[src/hdl/spi_pkg.sv]
`default_nettype none

package spi_pkg;

    // ------------------------------
    // SPI mode, CPOL in bit 1 and CPHA in bit 0
    // ------------------------------
    typedef enum logic [1:0] {
        MODE0 = 2'b00,
        MODE1 = 2'b01,
        MODE2 = 2'b10,
        MODE3 = 2'b11
    } spi_mode_t;

    // Shift engine states
    typedef enum logic [1:0] {
        IDLE,
        SELECT,
        SHIFT,
        FINISH
    } spi_state_t;

    // Idle level of the serial clock
    function automatic logic mode_cpol(input spi_mode_t mode);
        return mode[1];
    endfunction

    // Set means data is sampled on the trailing edge
    function automatic logic mode_cpha(input spi_mode_t mode);
        return mode[0];
    endfunction

endpackage

`default_nettype wire

[src/hdl/spi_cmd_if.sv]
`timescale 1ns/1ps
`default_nettype none

interface spi_cmd_if #(
    parameter int NUM_SLAVES = 4,
    parameter int DATA_WIDTH = 8
);
    import spi_pkg::*;

    // Head of the command queue
    logic                          valid;
    logic [DATA_WIDTH-1:0]         data;
    logic [$clog2(NUM_SLAVES)-1:0] slave;
    spi_mode_t                     mode;

    // Consumes the head in the same cycle, only legal while valid
    logic                          take;

    modport source (
        output valid,
        output data,
        output slave,
        output mode,
        input  take
    );

    modport sink (
        input  valid,
        input  data,
        input  slave,
        input  mode,
        output take
    );

endinterface

`default_nettype wire

[src/hdl/spi_clock_gen.sv]
`timescale 1ns/1ps
`default_nettype none

module spi_clock_gen (
    input  logic        clk,
    input  logic        rst_n,
    input  logic        run,
    input  logic        cpol,
    input  logic [15:0] clk_div,
    output logic        spi_clk,
    output logic        lead_tick,
    output logic        trail_tick
);

    logic [15:0] div_cnt;
    logic        clk_q;
    logic        clk_dly;
    logic        edge_seen;

    // ------------------------------
    // Divider and serial clock
    // ------------------------------
    always_ff @(posedge clk or negedge rst_n) begin
        if (!rst_n) begin
            div_cnt <= '0;
            clk_q   <= 1'b0;
            clk_dly <= 1'b0;
        end else if (!run) begin
            // Park both copies at the idle level so no edge is seen on start
            div_cnt <= '0;
            clk_q   <= cpol;
            clk_dly <= cpol;
        end else begin
            clk_dly <= clk_q;
            if (div_cnt == clk_div) begin
                div_cnt <= '0;
                clk_q   <= ~clk_q;
            end else begin
                div_cnt <= div_cnt + 16'd1;
            end
        end
    end

    // Idle level follows cpol directly while stopped
    assign spi_clk = run ? clk_q : cpol;

    // Edge ticks, one cycle after the toggle
    assign edge_seen  = run & (clk_q ^ clk_dly);

    // Leading moves away from idle, trailing returns to it
    assign lead_tick  = edge_seen & (clk_q != cpol);
    assign trail_tick = edge_seen & (clk_q == cpol);

endmodule

`default_nettype wire

[src/hdl/spi_cmd_queue.sv]
`timescale 1ns/1ps
`default_nettype none

module spi_cmd_queue #(
    parameter int NUM_SLAVES  = 4,
    parameter int DATA_WIDTH  = 8,
    parameter int QUEUE_DEPTH = 4
) (
    input  logic                          clk,
    input  logic                          rst_n,
    input  logic                          cmd_valid,
    input  logic [DATA_WIDTH-1:0]         cmd_data,
    input  logic [$clog2(NUM_SLAVES)-1:0] cmd_slave,
    input  spi_pkg::spi_mode_t            cmd_mode,
    output logic                          credit_return,
    spi_cmd_if.source                     deq
);
    import spi_pkg::*;

    localparam int PTR_W = (QUEUE_DEPTH > 1) ? $clog2(QUEUE_DEPTH) : 1;
    localparam int CNT_W = $clog2(QUEUE_DEPTH + 1);

    // Storage, one slot per host credit
    logic [DATA_WIDTH-1:0]         data_mem  [QUEUE_DEPTH];
    logic [$clog2(NUM_SLAVES)-1:0] slave_mem [QUEUE_DEPTH];
    spi_mode_t                     mode_mem  [QUEUE_DEPTH];

    logic [PTR_W-1:0] wr_ptr;
    logic [PTR_W-1:0] rd_ptr;
    logic [CNT_W-1:0] count;

    // Wraps at QUEUE_DEPTH so any depth works
    function automatic logic [PTR_W-1:0] next_ptr(input logic [PTR_W-1:0] ptr);
        if (ptr == PTR_W'(QUEUE_DEPTH - 1)) begin
            return '0;
        end
        return ptr + 1'b1;
    endfunction

    // ------------------------------
    // Pointers, occupancy and credits
    // ------------------------------
    always_ff @(posedge clk or negedge rst_n) begin
        if (!rst_n) begin
            wr_ptr        <= '0;
            rd_ptr        <= '0;
            count         <= '0;
            credit_return <= 1'b0;
        end else begin
            if (cmd_valid) begin
                wr_ptr <= next_ptr(wr_ptr);
            end
            if (deq.take) begin
                rd_ptr <= next_ptr(rd_ptr);
            end
            case ({cmd_valid, deq.take})
                2'b10:   count <= count + 1'b1;
                2'b01:   count <= count - 1'b1;
                default: count <= count;
            endcase
            // Freed slot goes back to the host one cycle after the take
            credit_return <= deq.take;
        end
    end

    // Credited writes never find the queue full
    always_ff @(posedge clk) begin
        if (cmd_valid) begin
            data_mem[wr_ptr]  <= cmd_data;
            slave_mem[wr_ptr] <= cmd_slave;
            mode_mem[wr_ptr]  <= cmd_mode;
        end
    end

    // Head of queue
    assign deq.valid = (count != '0);
    assign deq.data  = data_mem[rd_ptr];
    assign deq.slave = slave_mem[rd_ptr];
    assign deq.mode  = mode_mem[rd_ptr];

endmodule

`default_nettype wire

[src/hdl/spi_master_top.sv]
`timescale 1ns/1ps
`default_nettype none

module spi_master_top #(
    parameter int NUM_SLAVES  = 4,
    parameter int DATA_WIDTH  = 8,
    parameter int QUEUE_DEPTH = 4
) (
    input  logic                          clk,
    input  logic                          rst_n,

    // Host command side, credit based
    input  logic                          cmd_valid,
    input  logic [DATA_WIDTH-1:0]         cmd_data,
    input  logic [$clog2(NUM_SLAVES)-1:0] cmd_slave,
    input  spi_pkg::spi_mode_t            cmd_mode,
    output logic                          credit_return,
    input  logic [15:0]                   clk_div,

    // Host result side
    output logic                          result_valid,
    output logic [DATA_WIDTH-1:0]         result_data,
    output logic [$clog2(NUM_SLAVES)-1:0] result_slave,
    output logic                          busy,

    // SPI bus
    output logic                          spi_clk,
    output logic                          spi_mosi,
    input  logic                          spi_miso,
    output logic [NUM_SLAVES-1:0]         spi_cs_n
);

    logic run;
    logic cpol;
    logic lead_tick;
    logic trail_tick;

    spi_cmd_if #(
        .NUM_SLAVES (NUM_SLAVES),
        .DATA_WIDTH (DATA_WIDTH)
    ) cmd_bus ();

    spi_cmd_queue #(
        .NUM_SLAVES  (NUM_SLAVES),
        .DATA_WIDTH  (DATA_WIDTH),
        .QUEUE_DEPTH (QUEUE_DEPTH)
    ) u_queue (
        .clk           (clk),
        .rst_n         (rst_n),
        .cmd_valid     (cmd_valid),
        .cmd_data      (cmd_data),
        .cmd_slave     (cmd_slave),
        .cmd_mode      (cmd_mode),
        .credit_return (credit_return),
        .deq           (cmd_bus.source)
    );

    spi_clock_gen u_clock_gen (
        .clk        (clk),
        .rst_n      (rst_n),
        .run        (run),
        .cpol       (cpol),
        .clk_div    (clk_div),
        .spi_clk    (spi_clk),
        .lead_tick  (lead_tick),
        .trail_tick (trail_tick)
    );

    spi_shift_engine #(
        .NUM_SLAVES (NUM_SLAVES),
        .DATA_WIDTH (DATA_WIDTH)
    ) u_engine (
        .clk          (clk),
        .rst_n        (rst_n),
        .cmd          (cmd_bus.sink),
        .lead_tick    (lead_tick),
        .trail_tick   (trail_tick),
        .run          (run),
        .cpol         (cpol),
        .busy         (busy),
        .result_valid (result_valid),
        .result_data  (result_data),
        .result_slave (result_slave),
        .spi_mosi     (spi_mosi),
        .spi_cs_n     (spi_cs_n),
        .spi_miso     (spi_miso)
    );

endmodule

`default_nettype wire

[src/hdl/spi_shift_engine.sv]
`timescale 1ns/1ps
`default_nettype none

module spi_shift_engine #(
    parameter int NUM_SLAVES = 4,
    parameter int DATA_WIDTH = 8
) (
    input  logic                          clk,
    input  logic                          rst_n,
    spi_cmd_if.sink                       cmd,
    input  logic                          lead_tick,
    input  logic                          trail_tick,
    output logic                          run,
    output logic                          cpol,
    output logic                          busy,
    output logic                          result_valid,
    output logic [DATA_WIDTH-1:0]         result_data,
    output logic [$clog2(NUM_SLAVES)-1:0] result_slave,
    output logic                          spi_mosi,
    output logic [NUM_SLAVES-1:0]         spi_cs_n,
    input  logic                          spi_miso
);
    import spi_pkg::*;

    localparam int CNT_W = $clog2(DATA_WIDTH + 1);

    spi_state_t                    state;
    spi_mode_t                     mode_q;
    logic [$clog2(NUM_SLAVES)-1:0] slave_q;
    logic [DATA_WIDTH-1:0]         data_q;
    logic [DATA_WIDTH-1:0]         tx_q;
    logic [DATA_WIDTH-1:0]         rx_q;
    logic [CNT_W-1:0]              bit_cnt;

    logic cpha;
    logic sample_tick;
    logic setup_tick;
    logic shift_tx;
    logic last_sample;

    // ------------------------------
    // Edge decode per phase
    // ------------------------------
    assign cpha        = mode_cpha(mode_q);
    assign sample_tick = (state == SHIFT) & (cpha ? trail_tick : lead_tick);
    assign setup_tick  = (state == SHIFT) & (cpha ? lead_tick : trail_tick);

    // First leading edge in phase 1 only presents the MSB
    assign shift_tx    = setup_tick & ~(cpha & (bit_cnt == '0));
    assign last_sample = sample_tick & (bit_cnt == CNT_W'(DATA_WIDTH - 1));

    // Queue handshake, head consumed as soon as the engine is idle
    assign cmd.take = (state == IDLE) & cmd.valid;

    // ------------------------------
    // FSM and control state
    // ------------------------------
    always_ff @(posedge clk or negedge rst_n) begin
        if (!rst_n) begin
            state    <= IDLE;
            mode_q   <= MODE0;
            spi_cs_n <= '1;
            bit_cnt  <= '0;
        end else begin
            case (state)
                IDLE: begin
                    if (cmd.take) begin
                        mode_q   <= cmd.mode;
                        spi_cs_n <= ~(NUM_SLAVES'(1) << cmd.slave);
                        state    <= SELECT;
                    end
                end
                SELECT: begin
                    bit_cnt <= '0;
                    state   <= SHIFT;
                end
                SHIFT: begin
                    if (sample_tick) begin
                        bit_cnt <= bit_cnt + 1'b1;
                    end
                    if (last_sample) begin
                        spi_cs_n <= '1;
                        state    <= FINISH;
                    end
                end
                FINISH: begin
                    state <= IDLE;
                end
                default: state <= IDLE;
            endcase
        end
    end

    // Latched command and shift registers
    always_ff @(posedge clk) begin
        if (cmd.take) begin
            data_q  <= cmd.data;
            slave_q <= cmd.slave;
        end
        if (state == SELECT) begin
            tx_q <= data_q;
        end else if (shift_tx) begin
            tx_q <= {tx_q[DATA_WIDTH-2:0], 1'b0};
        end
        if (sample_tick) begin
            rx_q <= {rx_q[DATA_WIDTH-2:0], spi_miso};
        end
    end

    // New polarity shows up in the take cycle, one cycle ahead of chip select
    assign cpol = cmd.take ? mode_cpol(cmd.mode) : mode_cpol(mode_q);
    assign run  = (state == SHIFT);
    assign busy = (state != IDLE) | cmd.take;

    assign spi_mosi     = tx_q[DATA_WIDTH-1];
    assign result_valid = (state == FINISH);
    assign result_data  = rx_q;
    assign result_slave = slave_q;

endmodule

`default_nettype wire

[config.mk]
export PLATFORM = sky130hd
export DESIGN_NAME = spi_master_top
export DESIGN_NICKNAME = d
export VERILOG_FILES = /design/src/hdl/spi_pkg.sv /design/src/hdl/spi_cmd_if.sv /design/src/hdl/spi_clock_gen.sv /design/src/hdl/spi_cmd_queue.sv /design/src/hdl/spi_master_top.sv /design/src/hdl/spi_shift_engine.sv
export SDC_FILE = /design/constraint.sdc
export NUM_CORES = 1
export LEC_CHECK = 0
export ABC_CLOCK_PERIOD_IN_PS = 3410
export BUFFER_PORTS_ARGS = -buffer_cell sky130_fd_sc_hd__clkbuf_2
export CORE_MARGIN = 5
export CORE_UTILIZATION = 53
export DETAILED_ROUTE_END_ITERATION = 7
export GPL_TIMING_DRIVEN = 0
export PLACE_DENSITY_LB_ADDON = 0.15
export SLEW_MARGIN = 5
export SYNTH_ARGS = -nofsm -noshare
export SYNTH_HDL_FRONTEND = slang
export SYNTH_HIERARCHICAL = 1
export SYNTH_SLANG_ARGS = --single-unit
[constraint.sdc]
create_clock -name clk -period 3.41 [get_ports clk]
set_clock_uncertainty 0.2 [all_clocks]
set_input_delay 0.682 -clock clk [delete_from_list [all_inputs] [get_ports clk]]
set_output_delay 0.682 -clock clk [all_outputs]
set_load 0.01 [all_outputs]
==> impl_metrics.ini <==
[status]
status = completed

[yosys]
yosys_most_used_dff = edfxtp_1
synth_top_area_share_pct = 46.1
synth_cells = 313
seq_area_frac_synth_pct = 65.9
netlist_top_cells_count = edfxtp_1 (74), dfrtp_1 (34), xor2_1 (26), nor2_1 (24)
synthTopCellsByArea = edfxtp_1 (46%), dfrtp_1 (18%), xor2_1 (4.7%)
synthArstFlopShare_pct = 33.9
synth-seq-cells = 112
synth-edff-count = 74
ys_types = 45
yosys_warnings = 6
syn-num-nets = 360
syn_avg_cell_area_um2 = 15.4
yosysMostFrequentCell = edfxtp_1
synth_top_cell_by_area = edfxtp_1
netlist_area_um2 = 4820

[global_route]
grt_pass1_wl_um = 13300
overflow = 0
grt_max_degree = 39
antenna_found_initial = 0
grt_pass1_vias = 2738
grt_usage_pct = 15.3

[cts]
clk_pin_slew_ns = 0.10
clock-sinks = 112
clockBufferDepth = 2
worst_skew_pair.late_latency_ns = 0.37
postCtsHoldBufs = 0
cts_buffers = 9
htree_levels = 3
cts-root-buf = clkbuf_8
cts_tree = yes

[critical_path]
crit_start = u_queue/rd_ptr[0]
timing.rr.start = u_queue/rd_ptr[0]
worstSetupEndpointType = register
rr_worst_depth = 9
cp.arrival_ns = 3.08
cp_max_fo = 10
crit_path_end = u_engine/result_data[7]
regToRegSetupSlack_ns = 0.20
crit_type = reg2reg
regToRegEndpoint = u_engine/result_data[7]
worstPathRequired_ns = 3.28
cp-start-kind = register

[floorplan]
core_area_um2 = 8810
start_util_pct = 54.7
die_h_um = 105
dieArea_um2 = 11100
row_count = 34
ioPinCount = 51
die_x_um = 105

[timing]
max_slew_margin_pct = 35.6
tightest_slew_ns = 0.967
finalHoldViolations = 0
max_freq_mhz = 312
setup_ws_ns = 0.202
period_share_pct = 94.1
rsz0062_at_grt = no
setup_violations = 0
whs_ns = 0.248
setup_tns_ns = 0
slew_viol_final = 0
fin_crit_ns = 3.21

[place]
dp_hpwl_um = 5580
dp_slack_ns = -0.0130
place.port_buffers = 50
routabilityCongestion = 0.737

[final_layout]
fin_util_pct = 61.4
num_antenna_cells = 0
syn_to_final_growth_pct = 12.2
final_layout_size_suffix_gt1_share_pct = 27.2
final_nets = 421

[routing]
vias = 2647
drt_iter0_markers = 53
ant_nets = 0
dr.pass1.iters = 4
routed_via_density = 5.44
wire_per_inst_um = 16.3
remaining_drc_errors = 0
drt-total-wl_um = 7940

[min_path]
min_path_type = in2async

[flow_run]
cap_violations = 0

[pwr]
vdd_ir_drop_max_mv = 0.424
power_density_nw_per_um2 = 762
leakagePower_nw = 2.16
-- through the flow --
step,cell area (µm²),instances,total power [mW]
6_report,5410,487,4.12
4_1_cts,5390,487,4.15
3_3_place_gp,5210,471,3.36
5_1_grt,5410,487,4.39
2_1_floorplan,4820,313,3.01
3_5_place_dp,5210,471,3.40
-- final cells by class --
type	count	area, µm²
clock inverter	6	60.1
clock buffer	10	128
sequential	112	3180
buffer	6	56.3
tap	108	135
timing repair buffer	50	250
fill	681	3400
inverter	15	56.3
multi-input combinational	180	1550
-- registers in the layout, summed over array words and instances (netlist names) --
register / flops
u_clock_gen/clk_q: 1
u_queue/data_mem: 32
u_engine/state: 2
u_engine/tx_q: 8
u_engine/result_slave: 2
u_clock_gen/clk_dly: 1
u_engine/data_q: 8
u_engine/result_data: 8
u_engine/spi_cs_n: 4
u_queue/count: 3
u_queue/credit_return: 1
u_queue/wr_ptr: 2
u_queue/mode_mem: 8
u_queue/rd_ptr: 2
u_queue/slave_mem: 8
u_engine/bit_cnt: 4
u_engine/mode_q: 2
u_clock_gen/div_cnt: 16
-- logic make-up (layout without fill, tap and decap cells) --
logic type	after synthesis	in the layout	synth area share [%]
simple gates	78	78	8.18
flops	112	112	65.9
buf+inv	21	87	2.34
compound gates	25	25	3.74
fa+ha+maj	15	15	4.05
xor+xnor	36	36	6.54
mux	26	26	9.24
-- layout by cell type, fill, tap and decap left out, types with 5 or more instances in the layout --
| cell | Yosys | final |
|---|---|---|
| nand3_1 | 6 | 6 |
| nand2_1 | 15 | 15 |
| clkbuf_2 | 0 | 50 |
| edfxtp_1 | 74 | 74 |
| ha_1 | 14 | 14 |
| and2_1 | 5 | 5 |
| mux4_2 | 8 | 8 |
| mux2_2 | 12 | 12 |
| nor2_1 | 24 | 24 |
| clkbuf_8 | 0 | 9 |
| xor2_1 | 26 | 26 |
| nand4_1 | 5 | 5 |
| dfrtp_1 | 34 | 34 |
| inv_1 | 15 | 14 |
| o21ai_0 | 5 | 5 |
| xnor2_1 | 10 | 10 |
-- per-layer routing --
metal	global-route usage (%)	wire length (µm)
met5	0	0
met3	2.63	273
met4	6.47	116
met2	23.9	3830
met1	21.3	3730
-- worst max-delay path, stage by stage, from the launching register on --
cell      delay [ns]
dfrtp_1         0.40
buf_6           0.15
buf_12          0.15
mux4_2          0.50
mux2_2          0.32
or3b_2          0.46
a21boi_2        0.20
mux2_4          0.20
nand2_1         0.13
inv_2           0.21
-- power breakdown --
part | switching, mW | total (mW) | internal (mW)
combinational | 0.729 | 1.34 | 0.613
clock | 0.456 | 0.742 | 0.286
sequential | 0.161 | 2.04 | 1.87
-- repair_timing --
action | 4_1_cts | 5_1_grt
setup buffers | 0 | 0
setup endpoints to repair | 8 | 24
pin swaps | 0 | 1
resized for setup | 1 | 5
-- how the worst min path moves through the flow --
stage	to	cells after the start	start
final	u_queue/credit_return	1	rst_n
after global routing	u_engine/result_data[0]	1	spi_miso
after CTS	u_engine/result_data[2]	0	u_engine/result_data[1]
after detailed placement	u_engine/result_data[2]	0	u_engine/result_data[1]
after global placement	u_engine/result_data[2]	0	u_engine/result_data[1]
after floorplan	u_clock_gen/clk_dly	0	rst_n
Note: power is estimated with default switching activity, not from simulation.
